## config.mk

```make
export PLATFORM = sky130hd
export DESIGN_NAME = rv_decode_top
export DESIGN_NICKNAME = d
export VERILOG_FILES = /design/src/rv_decode_pkg.sv /design/src/rv_classify_stage.sv /design/src/rv_imm_gen.sv /design/src/rv_control_stage.sv /design/src/rv_decode_top.sv
export SDC_FILE = /design/constraint.sdc
export NUM_CORES = 1
export LEC_CHECK = 0
export ABC_AREA = 1
export BUFFER_PORTS_ARGS = -buffer_cell sky130_fd_sc_hd__buf_2
export CAP_MARGIN = 20
export CORE_MARGIN = 2
export CORE_UTILIZATION = 55
export DETAILED_ROUTE_END_ITERATION = 16
export GPL_ROUTABILITY_DRIVEN = 0
export PLACE_DENSITY = 0.8
export SKIP_CTS_REPAIR_TIMING = 1
export SYNTH_ARGS = -nofsm -noshare
export SYNTH_HDL_FRONTEND = slang
export SYNTH_HIERARCHICAL = 1
export SYNTH_SLANG_ARGS = --single-unit
```

## constraint.sdc

```tcl
create_clock -name i_clk -period 20.5 [get_ports i_clk]
set_input_delay 3.075 -clock i_clk [delete_from_list [all_inputs] [get_ports i_clk]]
set_output_delay 3.075 -clock i_clk [all_outputs]
set_load 0.05 [all_outputs]
```

## src/rv_decode_pkg.sv

```systemverilog
package rv_decode_pkg;

    // widths that carry a meaning
    typedef logic [31:0] word_t;
    typedef logic [4:0]  reg_idx_t;
    typedef logic [2:0]  funct3_t;

    // major opcodes, instr[6:2]
    localparam logic [4:0] OPC_LD   = 5'b00000;
    localparam logic [4:0] OPC_ARI  = 5'b00100;
    localparam logic [4:0] OPC_AUI  = 5'b00101;
    localparam logic [4:0] OPC_STR  = 5'b01000;
    localparam logic [4:0] OPC_ARR  = 5'b01100;
    localparam logic [4:0] OPC_LUI  = 5'b01101;
    localparam logic [4:0] OPC_B    = 5'b11000;
    localparam logic [4:0] OPC_JALR = 5'b11001;
    localparam logic [4:0] OPC_JAL  = 5'b11011;
    localparam logic [4:0] OPC_SYS  = 5'b11100;

    // instr[1:0] of a 32-bit encoding
    localparam logic [1:0] OPC_FULL = 2'b11;

    localparam logic [6:0]  F7_BASE    = 7'b0000000;
    localparam logic [6:0]  F7_ALT     = 7'b0100000;
    localparam logic [11:0] F12_ECALL  = 12'h000;
    localparam logic [11:0] F12_EBREAK = 12'h001;

    localparam funct3_t FUNCT3_DEFAULT = 3'b010;
    localparam word_t   PC_STEP        = 32'd4;

    typedef enum logic [3:0] {
        CLS_NONE,
        CLS_LOAD,
        CLS_STORE,
        CLS_OP_IMM,
        CLS_OP,
        CLS_LUI,
        CLS_AUIPC,
        CLS_BRANCH,
        CLS_JAL,
        CLS_JALR,
        CLS_SYSTEM,
        CLS_ILLEGAL
    } instr_class_e;

    // item between stage one and stage two
    typedef struct packed {
        logic         valid;
        word_t        instr;
        word_t        pc;
        instr_class_e cls;
        logic         supported;
    } class_item_t;

    // one-hot result group of the ALU
    typedef struct packed {
        logic cmp;
        logic bits;
        logic shift;
        logic arith;
    } alu_grp_t;

    typedef struct packed {
        logic cmp_eq;
        logic cmp_lts;
        logic cmp_ltu;
        logic cmp_inv;
        logic bits_and;
        logic bits_or;
        logic bits_xor;
        logic shl;
        logic shr;
        logic sub;
        logic add;
        logic shr_arith;
    } alu_ctrl_t;

    typedef struct packed {
        logic memory;
        logic pc_next;
        logic alu;
    } res_src_t;

    typedef struct packed {
        logic pc;
        logic r;
    } op1_src_t;

    typedef struct packed {
        logic j;
        logic imm;
        logic r;
    } op2_src_t;

    typedef struct packed {
        word_t     pc;
        word_t     pc_next;
        reg_idx_t  rd;
        reg_idx_t  rs1;
        reg_idx_t  rs2;
        word_t     imm_i;
        word_t     imm_j;
        funct3_t   funct3;
        alu_grp_t  alu_grp;
        alu_ctrl_t alu_ctrl;
        res_src_t  res_src;
        op1_src_t  op1_src;
        op2_src_t  op2_src;
        logic      reg_write;
        logic      is_jal;
        logic      is_jalr;
        logic      is_branch;
        logic      is_store;
        logic      supported;
    } dec_out_t;

endpackage

```

## src/rv_classify_stage.sv

```systemverilog
`timescale 1ns/1ps

module rv_classify_stage
(
    input  logic                       i_clk,
    input  logic                       i_reset,
    input  logic                       i_valid,
    input  logic                       i_stall,
    input  logic                       i_flush,
    input  rv_decode_pkg::word_t       i_instruction,
    input  rv_decode_pkg::word_t       i_pc,
    output rv_decode_pkg::class_item_t o_item
);
    import rv_decode_pkg::*;

    logic [4:0]   opc;
    funct3_t      f3;
    logic [6:0]   f7;
    logic [11:0]  f12;
    instr_class_e cls;
    logic         supported;

    logic         valid_q;
    word_t        instr_q;
    word_t        pc_q;
    instr_class_e cls_q;
    logic         supported_q;

    assign opc = i_instruction[6:2];
    assign f3  = i_instruction[14:12];
    assign f7  = i_instruction[31:25];
    assign f12 = i_instruction[31:20];

    // anything not matched below stays illegal
    always_comb
    begin
        cls = CLS_ILLEGAL;
        if (i_instruction == '0)
            cls = CLS_NONE;
        else if (i_instruction[1:0] == OPC_FULL)
        begin
            case (opc)
                OPC_LD:
                    if (f3 inside {3'b000, 3'b001, 3'b010, 3'b100, 3'b101})
                        cls = CLS_LOAD;
                OPC_STR:
                    if (f3 inside {3'b000, 3'b001, 3'b010})
                        cls = CLS_STORE;
                OPC_ARI:
                begin
                    // shifts by immediate check funct7
                    if ((f3 == 3'b001 && f7 == F7_BASE) ||
                        (f3 == 3'b101 && (f7 == F7_BASE || f7 == F7_ALT)) ||
                        (f3 != 3'b001 && f3 != 3'b101))
                        cls = CLS_OP_IMM;
                end
                OPC_ARR:
                begin
                    // alt funct7 only for sub and sra
                    if (f7 == F7_BASE || (f7 == F7_ALT && (f3 == 3'b000 || f3 == 3'b101)))
                        cls = CLS_OP;
                end
                OPC_LUI:  cls = CLS_LUI;
                OPC_AUI:  cls = CLS_AUIPC;
                OPC_B:
                    if (f3 != 3'b010 && f3 != 3'b011)
                        cls = CLS_BRANCH;
                OPC_JAL:  cls = CLS_JAL;
                OPC_JALR:
                    if (f3 == 3'b000)
                        cls = CLS_JALR;
                OPC_SYS:
                    if (f3 == 3'b000 && (f12 == F12_ECALL || f12 == F12_EBREAK))
                        cls = CLS_SYSTEM;
                default:  cls = CLS_ILLEGAL;
            endcase
        end
    end

    assign supported = (cls != CLS_ILLEGAL);

    // flush wins over stall
    always_ff @(posedge i_clk)
    begin
        if (i_reset || i_flush)
            valid_q <= 1'b0;
        else if (!i_stall)
            valid_q <= i_valid;
    end

    always_ff @(posedge i_clk)
    begin
        if (!i_stall && i_valid)
        begin
            instr_q     <= i_instruction;
            pc_q        <= i_pc;
            cls_q       <= cls;
            supported_q <= supported;
        end
    end

    assign o_item = '{valid: valid_q, instr: instr_q, pc: pc_q, cls: cls_q,
                      supported: supported_q};

    // a held item stays put while stalled
    a_stall_hold: assert property (@(posedge i_clk) disable iff (i_reset)
        (o_item.valid && i_stall && !i_flush) |=> (o_item.valid && $stable(o_item)));

endmodule

```

## src/rv_imm_gen.sv

```systemverilog
`timescale 1ns/1ps

module rv_imm_gen
(
    input  rv_decode_pkg::word_t i_instr,
    output rv_decode_pkg::word_t o_imm_i,
    output rv_decode_pkg::word_t o_imm_s,
    output rv_decode_pkg::word_t o_imm_b,
    output rv_decode_pkg::word_t o_imm_u,
    output rv_decode_pkg::word_t o_imm_j
);

    // all formats take the sign from bit 31
    assign o_imm_i = {{21{i_instr[31]}}, i_instr[30:20]};

    assign o_imm_s = {{21{i_instr[31]}}, i_instr[30:25], i_instr[11:7]};

    // branch offsets are halfword aligned
    assign o_imm_b = {{20{i_instr[31]}}, i_instr[7], i_instr[30:25],
                      i_instr[11:8], 1'b0};

    assign o_imm_u = {i_instr[31:12], 12'b0};

    assign o_imm_j = {{12{i_instr[31]}}, i_instr[19:12], i_instr[20],
                      i_instr[30:21], 1'b0};

endmodule

```

## src/rv_control_stage.sv

```systemverilog
`timescale 1ns/1ps

module rv_control_stage
(
    input  logic                       i_clk,
    input  logic                       i_reset,
    input  logic                       i_stall,
    input  logic                       i_flush,
    input  rv_decode_pkg::class_item_t i_item,
    output logic                       o_valid,
    output rv_decode_pkg::dec_out_t    o_dec
);
    import rv_decode_pkg::*;

    word_t    imm_i;
    word_t    imm_s;
    word_t    imm_b;
    word_t    imm_u;
    word_t    imm_j;
    funct3_t  f3;
    logic     f7_alt;
    logic     is_load;
    logic     is_store;
    logic     is_op_imm;
    logic     is_op;
    logic     is_lui;
    logic     is_auipc;
    logic     is_branch;
    logic     is_jal;
    logic     is_jalr;
    logic     is_sys;
    logic     known;
    logic     alu_rx;
    logic     use_imm;
    dec_out_t dec_d;
    logic     valid_q;
    dec_out_t dec_q;

    rv_imm_gen u_imm_gen
    (
        .i_instr (i_item.instr),
        .o_imm_i (imm_i),
        .o_imm_s (imm_s),
        .o_imm_b (imm_b),
        .o_imm_u (imm_u),
        .o_imm_j (imm_j)
    );

    assign f3        = i_item.instr[14:12];
    assign f7_alt    = i_item.instr[30];
    assign is_load   = (i_item.cls == CLS_LOAD);
    assign is_store  = (i_item.cls == CLS_STORE);
    assign is_op_imm = (i_item.cls == CLS_OP_IMM);
    assign is_op     = (i_item.cls == CLS_OP);
    assign is_lui    = (i_item.cls == CLS_LUI);
    assign is_auipc  = (i_item.cls == CLS_AUIPC);
    assign is_branch = (i_item.cls == CLS_BRANCH);
    assign is_jal    = (i_item.cls == CLS_JAL);
    assign is_jalr   = (i_item.cls == CLS_JALR);
    assign is_sys    = (i_item.cls == CLS_SYSTEM);

    // real instruction, not the none word and not illegal
    assign known   = |{is_load, is_store, is_op_imm, is_op, is_lui, is_auipc,
                       is_branch, is_jal, is_jalr, is_sys};
    assign alu_rx  = is_op_imm | is_op;
    assign use_imm = |{is_jalr, is_load, is_op_imm, is_lui, is_auipc, is_store};

    always_comb
    begin
        dec_d          = '0;
        dec_d.pc       = i_item.pc;
        dec_d.pc_next  = i_item.pc + PC_STEP;
        dec_d.rd       = i_item.instr[11:7];
        dec_d.rs1      = is_lui ? '0 : i_item.instr[19:15];
        dec_d.rs2      = i_item.instr[24:20];
        dec_d.imm_i    = (is_lui | is_auipc) ? imm_u : (is_store ? imm_s : imm_i);
        dec_d.imm_j    = is_jal ? imm_j : imm_b;
        dec_d.funct3   = (i_item.instr[1:0] == OPC_FULL) ? f3 : FUNCT3_DEFAULT;

        dec_d.alu_grp.cmp   = is_branch | (alu_rx & f3[2:1] == 2'b01);
        dec_d.alu_grp.bits  = alu_rx & (f3 inside {3'b100, 3'b110, 3'b111});
        dec_d.alu_grp.shift = alu_rx & (f3[1:0] == 2'b01);
        // addi stays outside the arith group
        dec_d.alu_grp.arith = (is_op & f3 == 3'b000) | is_load | is_store;

        dec_d.alu_ctrl.cmp_eq    = is_branch & (f3[2:1] == 2'b00);
        dec_d.alu_ctrl.cmp_lts   = (alu_rx & f3 == 3'b010) | (is_branch & f3[2:1] == 2'b10);
        dec_d.alu_ctrl.cmp_ltu   = (alu_rx & f3 == 3'b011) | (is_branch & f3[2:1] == 2'b11);
        dec_d.alu_ctrl.cmp_inv   = is_branch & f3[0];
        dec_d.alu_ctrl.bits_and  = alu_rx & (f3 == 3'b111);
        dec_d.alu_ctrl.bits_or   = alu_rx & (f3 == 3'b110);
        dec_d.alu_ctrl.bits_xor  = alu_rx & (f3 == 3'b100);
        dec_d.alu_ctrl.shl       = alu_rx & (f3 == 3'b001);
        dec_d.alu_ctrl.shr       = alu_rx & (f3 == 3'b101);
        dec_d.alu_ctrl.sub       = is_op & (f3 == 3'b000) & f7_alt;
        dec_d.alu_ctrl.add       = (is_op & f3 == 3'b000 & !f7_alt) |
                                   (is_op_imm & f3 == 3'b000) | is_load | is_store;
        dec_d.alu_ctrl.shr_arith = alu_rx & (f3 == 3'b101) & f7_alt;

        dec_d.res_src.memory  = is_load;
        dec_d.res_src.pc_next = is_jal | is_jalr;
        dec_d.res_src.alu     = known & !(is_load | is_jal | is_jalr);
        dec_d.op1_src.pc      = is_auipc | is_jal;
        dec_d.op1_src.r       = known & !(is_auipc | is_jal);
        dec_d.op2_src.j       = is_jal;
        dec_d.op2_src.imm     = use_imm;
        dec_d.op2_src.r       = known & !(is_jal | use_imm);

        dec_d.reg_write = |{is_load, is_op_imm, is_op, is_lui, is_auipc, is_jal, is_jalr};
        dec_d.is_jal    = is_jal;
        dec_d.is_jalr   = is_jalr;
        dec_d.is_branch = is_branch;
        dec_d.is_store  = is_store;
        dec_d.supported = i_item.supported;
    end

    always_ff @(posedge i_clk)
    begin
        if (i_reset || i_flush)
            valid_q <= 1'b0;
        else if (!i_stall)
            valid_q <= i_item.valid;
    end

    always_ff @(posedge i_clk)
    begin
        if (!i_stall && i_item.valid)
            dec_q <= dec_d;
    end

    assign o_valid = valid_q;
    assign o_dec   = dec_q;

    a_grp_onehot: assert property (@(posedge i_clk) disable iff (i_reset)
        o_valid |-> $onehot0(o_dec.alu_grp));

    // writes only come from classes stage one accepted
    a_write_supported: assert property (@(posedge i_clk) disable iff (i_reset)
        (o_valid && o_dec.reg_write) |-> o_dec.supported);

endmodule

```

## src/rv_decode_top.sv

```systemverilog
`timescale 1ns/1ps

module rv_decode_top
(
    input  logic                    i_clk,
    input  logic                    i_reset,
    input  logic                    i_valid,
    input  rv_decode_pkg::word_t    i_instruction,
    input  rv_decode_pkg::word_t    i_pc,
    input  logic                    i_stall,
    input  logic                    i_flush,
    output logic                    o_valid,
    output rv_decode_pkg::dec_out_t o_dec
);
    import rv_decode_pkg::*;

    class_item_t item;

    rv_classify_stage u_classify
    (
        .i_clk         (i_clk),
        .i_reset       (i_reset),
        .i_valid       (i_valid),
        .i_stall       (i_stall),
        .i_flush       (i_flush),
        .i_instruction (i_instruction),
        .i_pc          (i_pc),
        .o_item        (item)
    );

    rv_control_stage u_control
    (
        .i_clk   (i_clk),
        .i_reset (i_reset),
        .i_stall (i_stall),
        .i_flush (i_flush),
        .i_item  (item),
        .o_valid (o_valid),
        .o_dec   (o_dec)
    );

endmodule

```

==> results of run 1 <==
## how the worst max path moves through the flow
stage | start | to | slack [ns] | cells past startpoint
2_1_floorplan | i_stall | u_control/o_dec[0] | 9.56 | 1
3_3_place_gp | i_stall | u_control/o_dec[60] | 16.03 | 3
3_5_place_dp | i_stall | u_control/o_dec[60] | 16.01 | 3
4_1_cts | u_control/o_dec[107] | o_dec[107] | 16.24 | 1
5_1_grt | u_control/o_dec[107] | o_dec[107] | 16.22 | 1
6_report | u_control/o_dec[140] | o_dec[140] | 16.26 | 1
## worst register-to-register path: cells and delay by family (launching register included)
family,cells,cell delay [ns]
buffers and inverters,2,0.59
AND/OR/NAND/NOR,3,0.47
AO/OA/AOI/OAI,1,0.69
flip-flops,1,0.45
## through the flow
stage          hold slack, ns  power (uW)  setup WS, ns
4_1_cts                 0.429        1130         16.24
3_3_place_gp            0.406         659         16.03
2_1_floorplan           0.400         664          9.56
5_1_grt                 0.436        1160         16.22
6_report                0.428        1120         16.26
3_5_place_dp            0.414         662         16.01
## registers in the layout (all words and copies together) (netlist names)
register                flops
u_control/o_valid           1
u_control/o_dec           173
u_classify/cls_q            4
u_classify/instr_q         27
u_classify/valid_q          1
u_classify/supported_q      1
u_classify/pc_q            32
## placed cells by master (no fill, tap or decap), types with 4 or more instances in the layout
master / instances
nand3b_1: 8
nand2_1: 336
nand2_2: 4
inv_1: 84
o211ai_1: 33
nor2_4: 8
xnor2_1: 4
xor2_1: 11
inv_2: 12
nor2_1: 97
nand3_1: 28
conb_1: 14
nor2_2: 8
edfxtp_1: 237
nor3_1: 12
clkbuf_16: 25
clkinv_1: 6
buf_2: 245
bufinv_16: 5
a21oi_1: 6
o21ai_0: 5
## layer usage
metal | vias to the layer above | GRT usage [%]
li1 | 3640 | -
met1 | 3416 | 28.3
met2 | 322 | 32.8
met3 | 47 | 2.82
met4 | 0 | 8.29
met5 | - | 0
## final cells by class
type	instances	area (um2)	share of cell area, %
Timing Repair Buffer	249	1270	10.0
Multi-Input combinational cell	589	2660	21.1
Sequential cell	239	7160	56.6
Inverter	96	360	2.85
Tap cell	270	338	2.67
Clock inverter	17	218	1.72
Clock buffer	27	633	5.01
## power by group through the flow
stage | Combinational (uW) | Clock (uW) | Sequential (uW)
finish | 83.3 | 464 | 568
global route | 92.9 | 494 | 570
CTS | 83.5 | 474 | 568
detailed placement | 83.1 | 0 | 579
global placement | 80.5 | 0 | 578
floorplan | 70.6 | 0 | 593
==> flow_summary.json, run 1 <==
{
  "slew_viol_final": 0,
  "r2r-start": "u_classify/cls_q[0]",
  "fin_cells": 1487,
  "synthCells": 1096,
  "highest_layer": "met4",
  "wl_per_cell_um": 15.6,
  "cts_max_level": 1,
  "place_area_um2": 11800,
  "whs_path_depth": 0,
  "cts_tree": "built",
  "cts.sinks": 239,
  "syn_area_um2": 11500,
  "critical_path.max_stage_delay_ns": 0.41,
  "hold_viol": 0,
  "power_frac_seq_pct": 50.9,
  "drive_above_1_share_pct": 26.4,
  "wirelength_um": 23300,
  "max_freq_ghz": 0.236,
  "port_buffers": 245,
  "fin_skew_ns": 0.00961,
  "initial_core_util_pct": 56.4,
  "grt_usage_pct": 20.4,
  "worstPathCellList": "buf_2",
  "fin_util_pct": 62.0,
  "core-area_um2": 20400,
  "arrival_ns": 1.16,
  "reg2reg_to": "u_control/o_dec[89]",
  "crit_buf_inv": 1,
  "grt_overflow": 0,
  "wl_met1_um": 9510,
  "hold_path_class": "reg2reg",
  "via_count": 7425,
  "internal-power_uw": 867,
  "post-route-period-util_pct": 20.7,
  "p_per_area_nw_per_um2": 88.3,
  "drc_errors": 0,
  "slowest_stage": "edfxtp_1",
  "clk_pin_slew_ns": 0.06,
  "rr_worst_depth": 6,
  "required_ns": 17.43,
  "setup_tns_ns": 0,
  "cts_buffers": 25,
  "finalInstanceArea_um2": 12600,
  "hold_end": "u_control/o_dec[145]",
  "yosys_warnings": 6,
  "met3WireLength_um": 1650,
  "drt_first_iter_violations": 598,
  "die_y_um": 149,
  "pwr-share-comb_pct": 7.5,
  "antenna_found_initial": 0,
  "viasPerCell": 4.99,
  "die_x_um": 149,
  "ant_nets": 0,
  "clkPwrFrac_pct": 41.6,
  "die_area_um2": 22100,
  "max_slew.worst_pin.slew_ns": 0.957,
  "relSlewSlack_pct": 36.2,
  "syn_avg_cell_area_um2": 10.5,
  "grt_start_max_net_pins": 175,
  "grt_pass1_vias": 6622,
  "worstSetupStartpointType": "flip-flop",
  "rrSetupSlack_ns": 18.04,
  "fillCellCount": 1585,
  "first_pass_iters": 5,
  "period_needed_ns": 4.24,
  "status": "complete, no violations",
  "dr_wl_met2_um": 11300,
  "p_switching_uw": 249,
  "swShare_pct": 22.4,
  "fin_nets": 1270,
  "setup_violations": 0,
  "cts-root-buf": "clkbuf_16",
  "clkLatencyLatePin_ns": 0.51,
  "power_leakage_uw": 0.00534,
  "cts_max_path_buffers": 3,
  "io_pins": 246,
  "endpoint_kind": "primary output",
  "ir_drop_v": 0.0000591,
  "dp_hpwl_um": 16300,
  "num_rows": 52,
  "critPathKind": "reg2out",
  "hp-start": "u_classify/pc_q[1]",
  "crit_family": "flip-flops",
  "grt_pass1_wl_um": 34800,
  "rsz0062_at_grt": "false",
  "cap_violations": 0,
  "place_inst": 1443,
  "diodes": 0,
  "path_max_fanout": 1,
  "area_growth_pct": 9.94
}
Note: power is estimated with default switching activity, not from simulation.
==> run 2: changes to the inputs <==
Clock period 20.5 ns to 4.27 ns, I/O delays scaled along.
==> flow_summary.json, run 2 (synthesis gave the netlist of run 1 again) <==
{
  "status": "complete, no violations",
  "fin_skew_ns": 0.0183,
  "hold_viol": 0,
  "path_max_fanout": 35,
  "endpoint_kind": "flip-flop",
  "grt_pass1_vias": 6762,
  "cts_tree": "built",
  "cts_buffers": 25,
  "finalInstanceArea_um2": 12600,
  "arrival_ns": 2.61,
  "via_count": 7491,
  "post-route-period-util_pct": 55.3,
  "drive_above_1_share_pct": 26.7,
  "p_per_area_nw_per_um2": 422,
  "area_growth_pct": 9.97,
  "cap_violations": 0,
  "die_area_um2": 22100,
  "setup_violations": 0,
  "slowest_stage": "nor2_4",
  "worstSetupStartpointType": "flip-flop",
  "wirelength_um": 23800,
  "antenna_found_initial": 2,
  "dp_hpwl_um": 16400,
  "wl_per_cell_um": 16.0,
  "die_y_um": 149,
  "seq_area_um2": 7160,
  "fin_nets": 1271,
  "grt_usage_pct": 20.9,
  "place_area_um2": 11800,
  "grt_overflow": 0,
  "relSlewSlack_pct": 37.5,
  "num_rows": 52,
  "highest_layer": "met4",
  "max_freq_ghz": 0.424,
  "io_pins": 246,
  "period_needed_ns": 2.36,
  "rsz0062_at_grt": "false",
  "grt_pass1_wl_um": 35800,
  "cts-root-buf": "clkbuf_16",
  "slew_viol_final": 0,
  "most-common-layout-cells": "336 x nand2_1, 245 x buf_2, 237 x edfxtp_1",
  "worstPathCellList": "nor2_1 -> inv_1 -> nor2_4 -> inv_2 -> nand2_1 -> a21oi_1",
  "wl_met1_um": 9600,
  "critical_path.max_stage_delay_ns": 0.65,
  "max_slew.worst_pin.slew_ns": 0.938,
  "crit_buf_inv": 2,
  "met3WireLength_um": 1770,
  "cts_max_level": 1,
  "first_pass_iters": 7,
  "largest_reg_flops": 173,
  "clk_pin_slew_ns": 0.06,
  "cts_max_path_buffers": 3,
  "fillCellCount": 1618,
  "cts.sinks": 239,
  "grt_start_max_net_pins": 174,
  "drt_first_iter_violations": 569,
  "ir_drop_v": 0.000248,
  "clkLatencyLatePin_ns": 0.51,
  "required_ns": 4.52,
  "final_common_cell": "nand2_1",
  "port_buffers": 245,
  "viasPerCell": 5.03,
  "hold_path_class": "in2reg",
  "multi_input_area_um2": 2660,
  "core-area_um2": 20400,
  "power_leakage_uw": 0.00535,
  "drc_errors": 0,
  "die_x_um": 149,
  "ant_nets": 0,
  "critPathKind": "reg2reg",
  "setup_tns_ns": 0,
  "crit_family": "simple AND/OR/NAND/NOR gates",
  "dr_wl_met2_um": 11600,
  "initial_core_util_pct": 56.4
}
## run 2: changes by cell type in the layout (fill, tap and decap cells not counted)
cell / before / now
clkinv_4: 0 / 2
clkinv_8: 0 / 1
clkinv_2: 2 / 6
clkbuf_1: 2 / 1
bufinv_16: 5 / 4
buf_4: 3 / 4
diode_2: 0 / 1
inv_8: 1 / 0
clkinv_1: 6 / 4
clkinvlp_4: 2 / 1
## run 2: final cells by class
type / count / share of cell area (%)
Inverter: 96 / 2.85
Clock inverter: 19 / 1.70
Tap cell: 270 / 2.67
Timing Repair Buffer: 250 / 10.1
Sequential cell: 239 / 56.6
Antenna cell: 1 / 0.0198
Clock buffer: 26 / 4.98
Multi-Input combinational cell: 589 / 21.1
## run 2: power breakdown
group,switching (uW),leakage (uW),internal [uW]
logic,284,0.00274,117
clock network,881,0.000415,1320
registers,60.1,0.00219,2670
total,1230,0.00535,4110
## run 2: path summary, 6_finish.rpt
kind              cells past startpoint  slack (ns)           startpoint              endpoint
hold reg to reg                       0        0.43   u_classify/pc_q[1]  u_control/o_dec[145]
hold / removal                        2        0.30              i_reset     u_control/o_valid
setup reg to reg                      6        1.91  u_classify/cls_q[0]    u_control/o_dec[9]
setup / recovery                      6        1.91  u_classify/cls_q[0]    u_control/o_dec[9]
## run 2: per-stage QoR
step | cells | total power [uW] | utilization (%) | setup WS (ns) | hold slack [ns]
3_5_place_dp | 1444 | 3180 | 57.9 | 1.92 | 0.406
6_report | 1490 | 5330 | 62.1 | 1.91 | 0.296
4_1_cts | 1489 | 5370 | 62.1 | 1.90 | 0.273
2_1_floorplan | 1109 | 3180 | - | 0.386 | 0.400
5_1_grt | 1490 | 5520 | 62.1 | 1.75 | 0.276
3_3_place_gp | 1444 | 3160 | 57.9 | 2.00 | 0.401
## run 2: metal layers
layer  vias to the layer above  global-route usage (%)
met5                         -                       0
met4                         0                    8.19
met3                        56                    3.07
met2                       341                    34.8
met1                      3465                    28.0
li1                       3629                       -
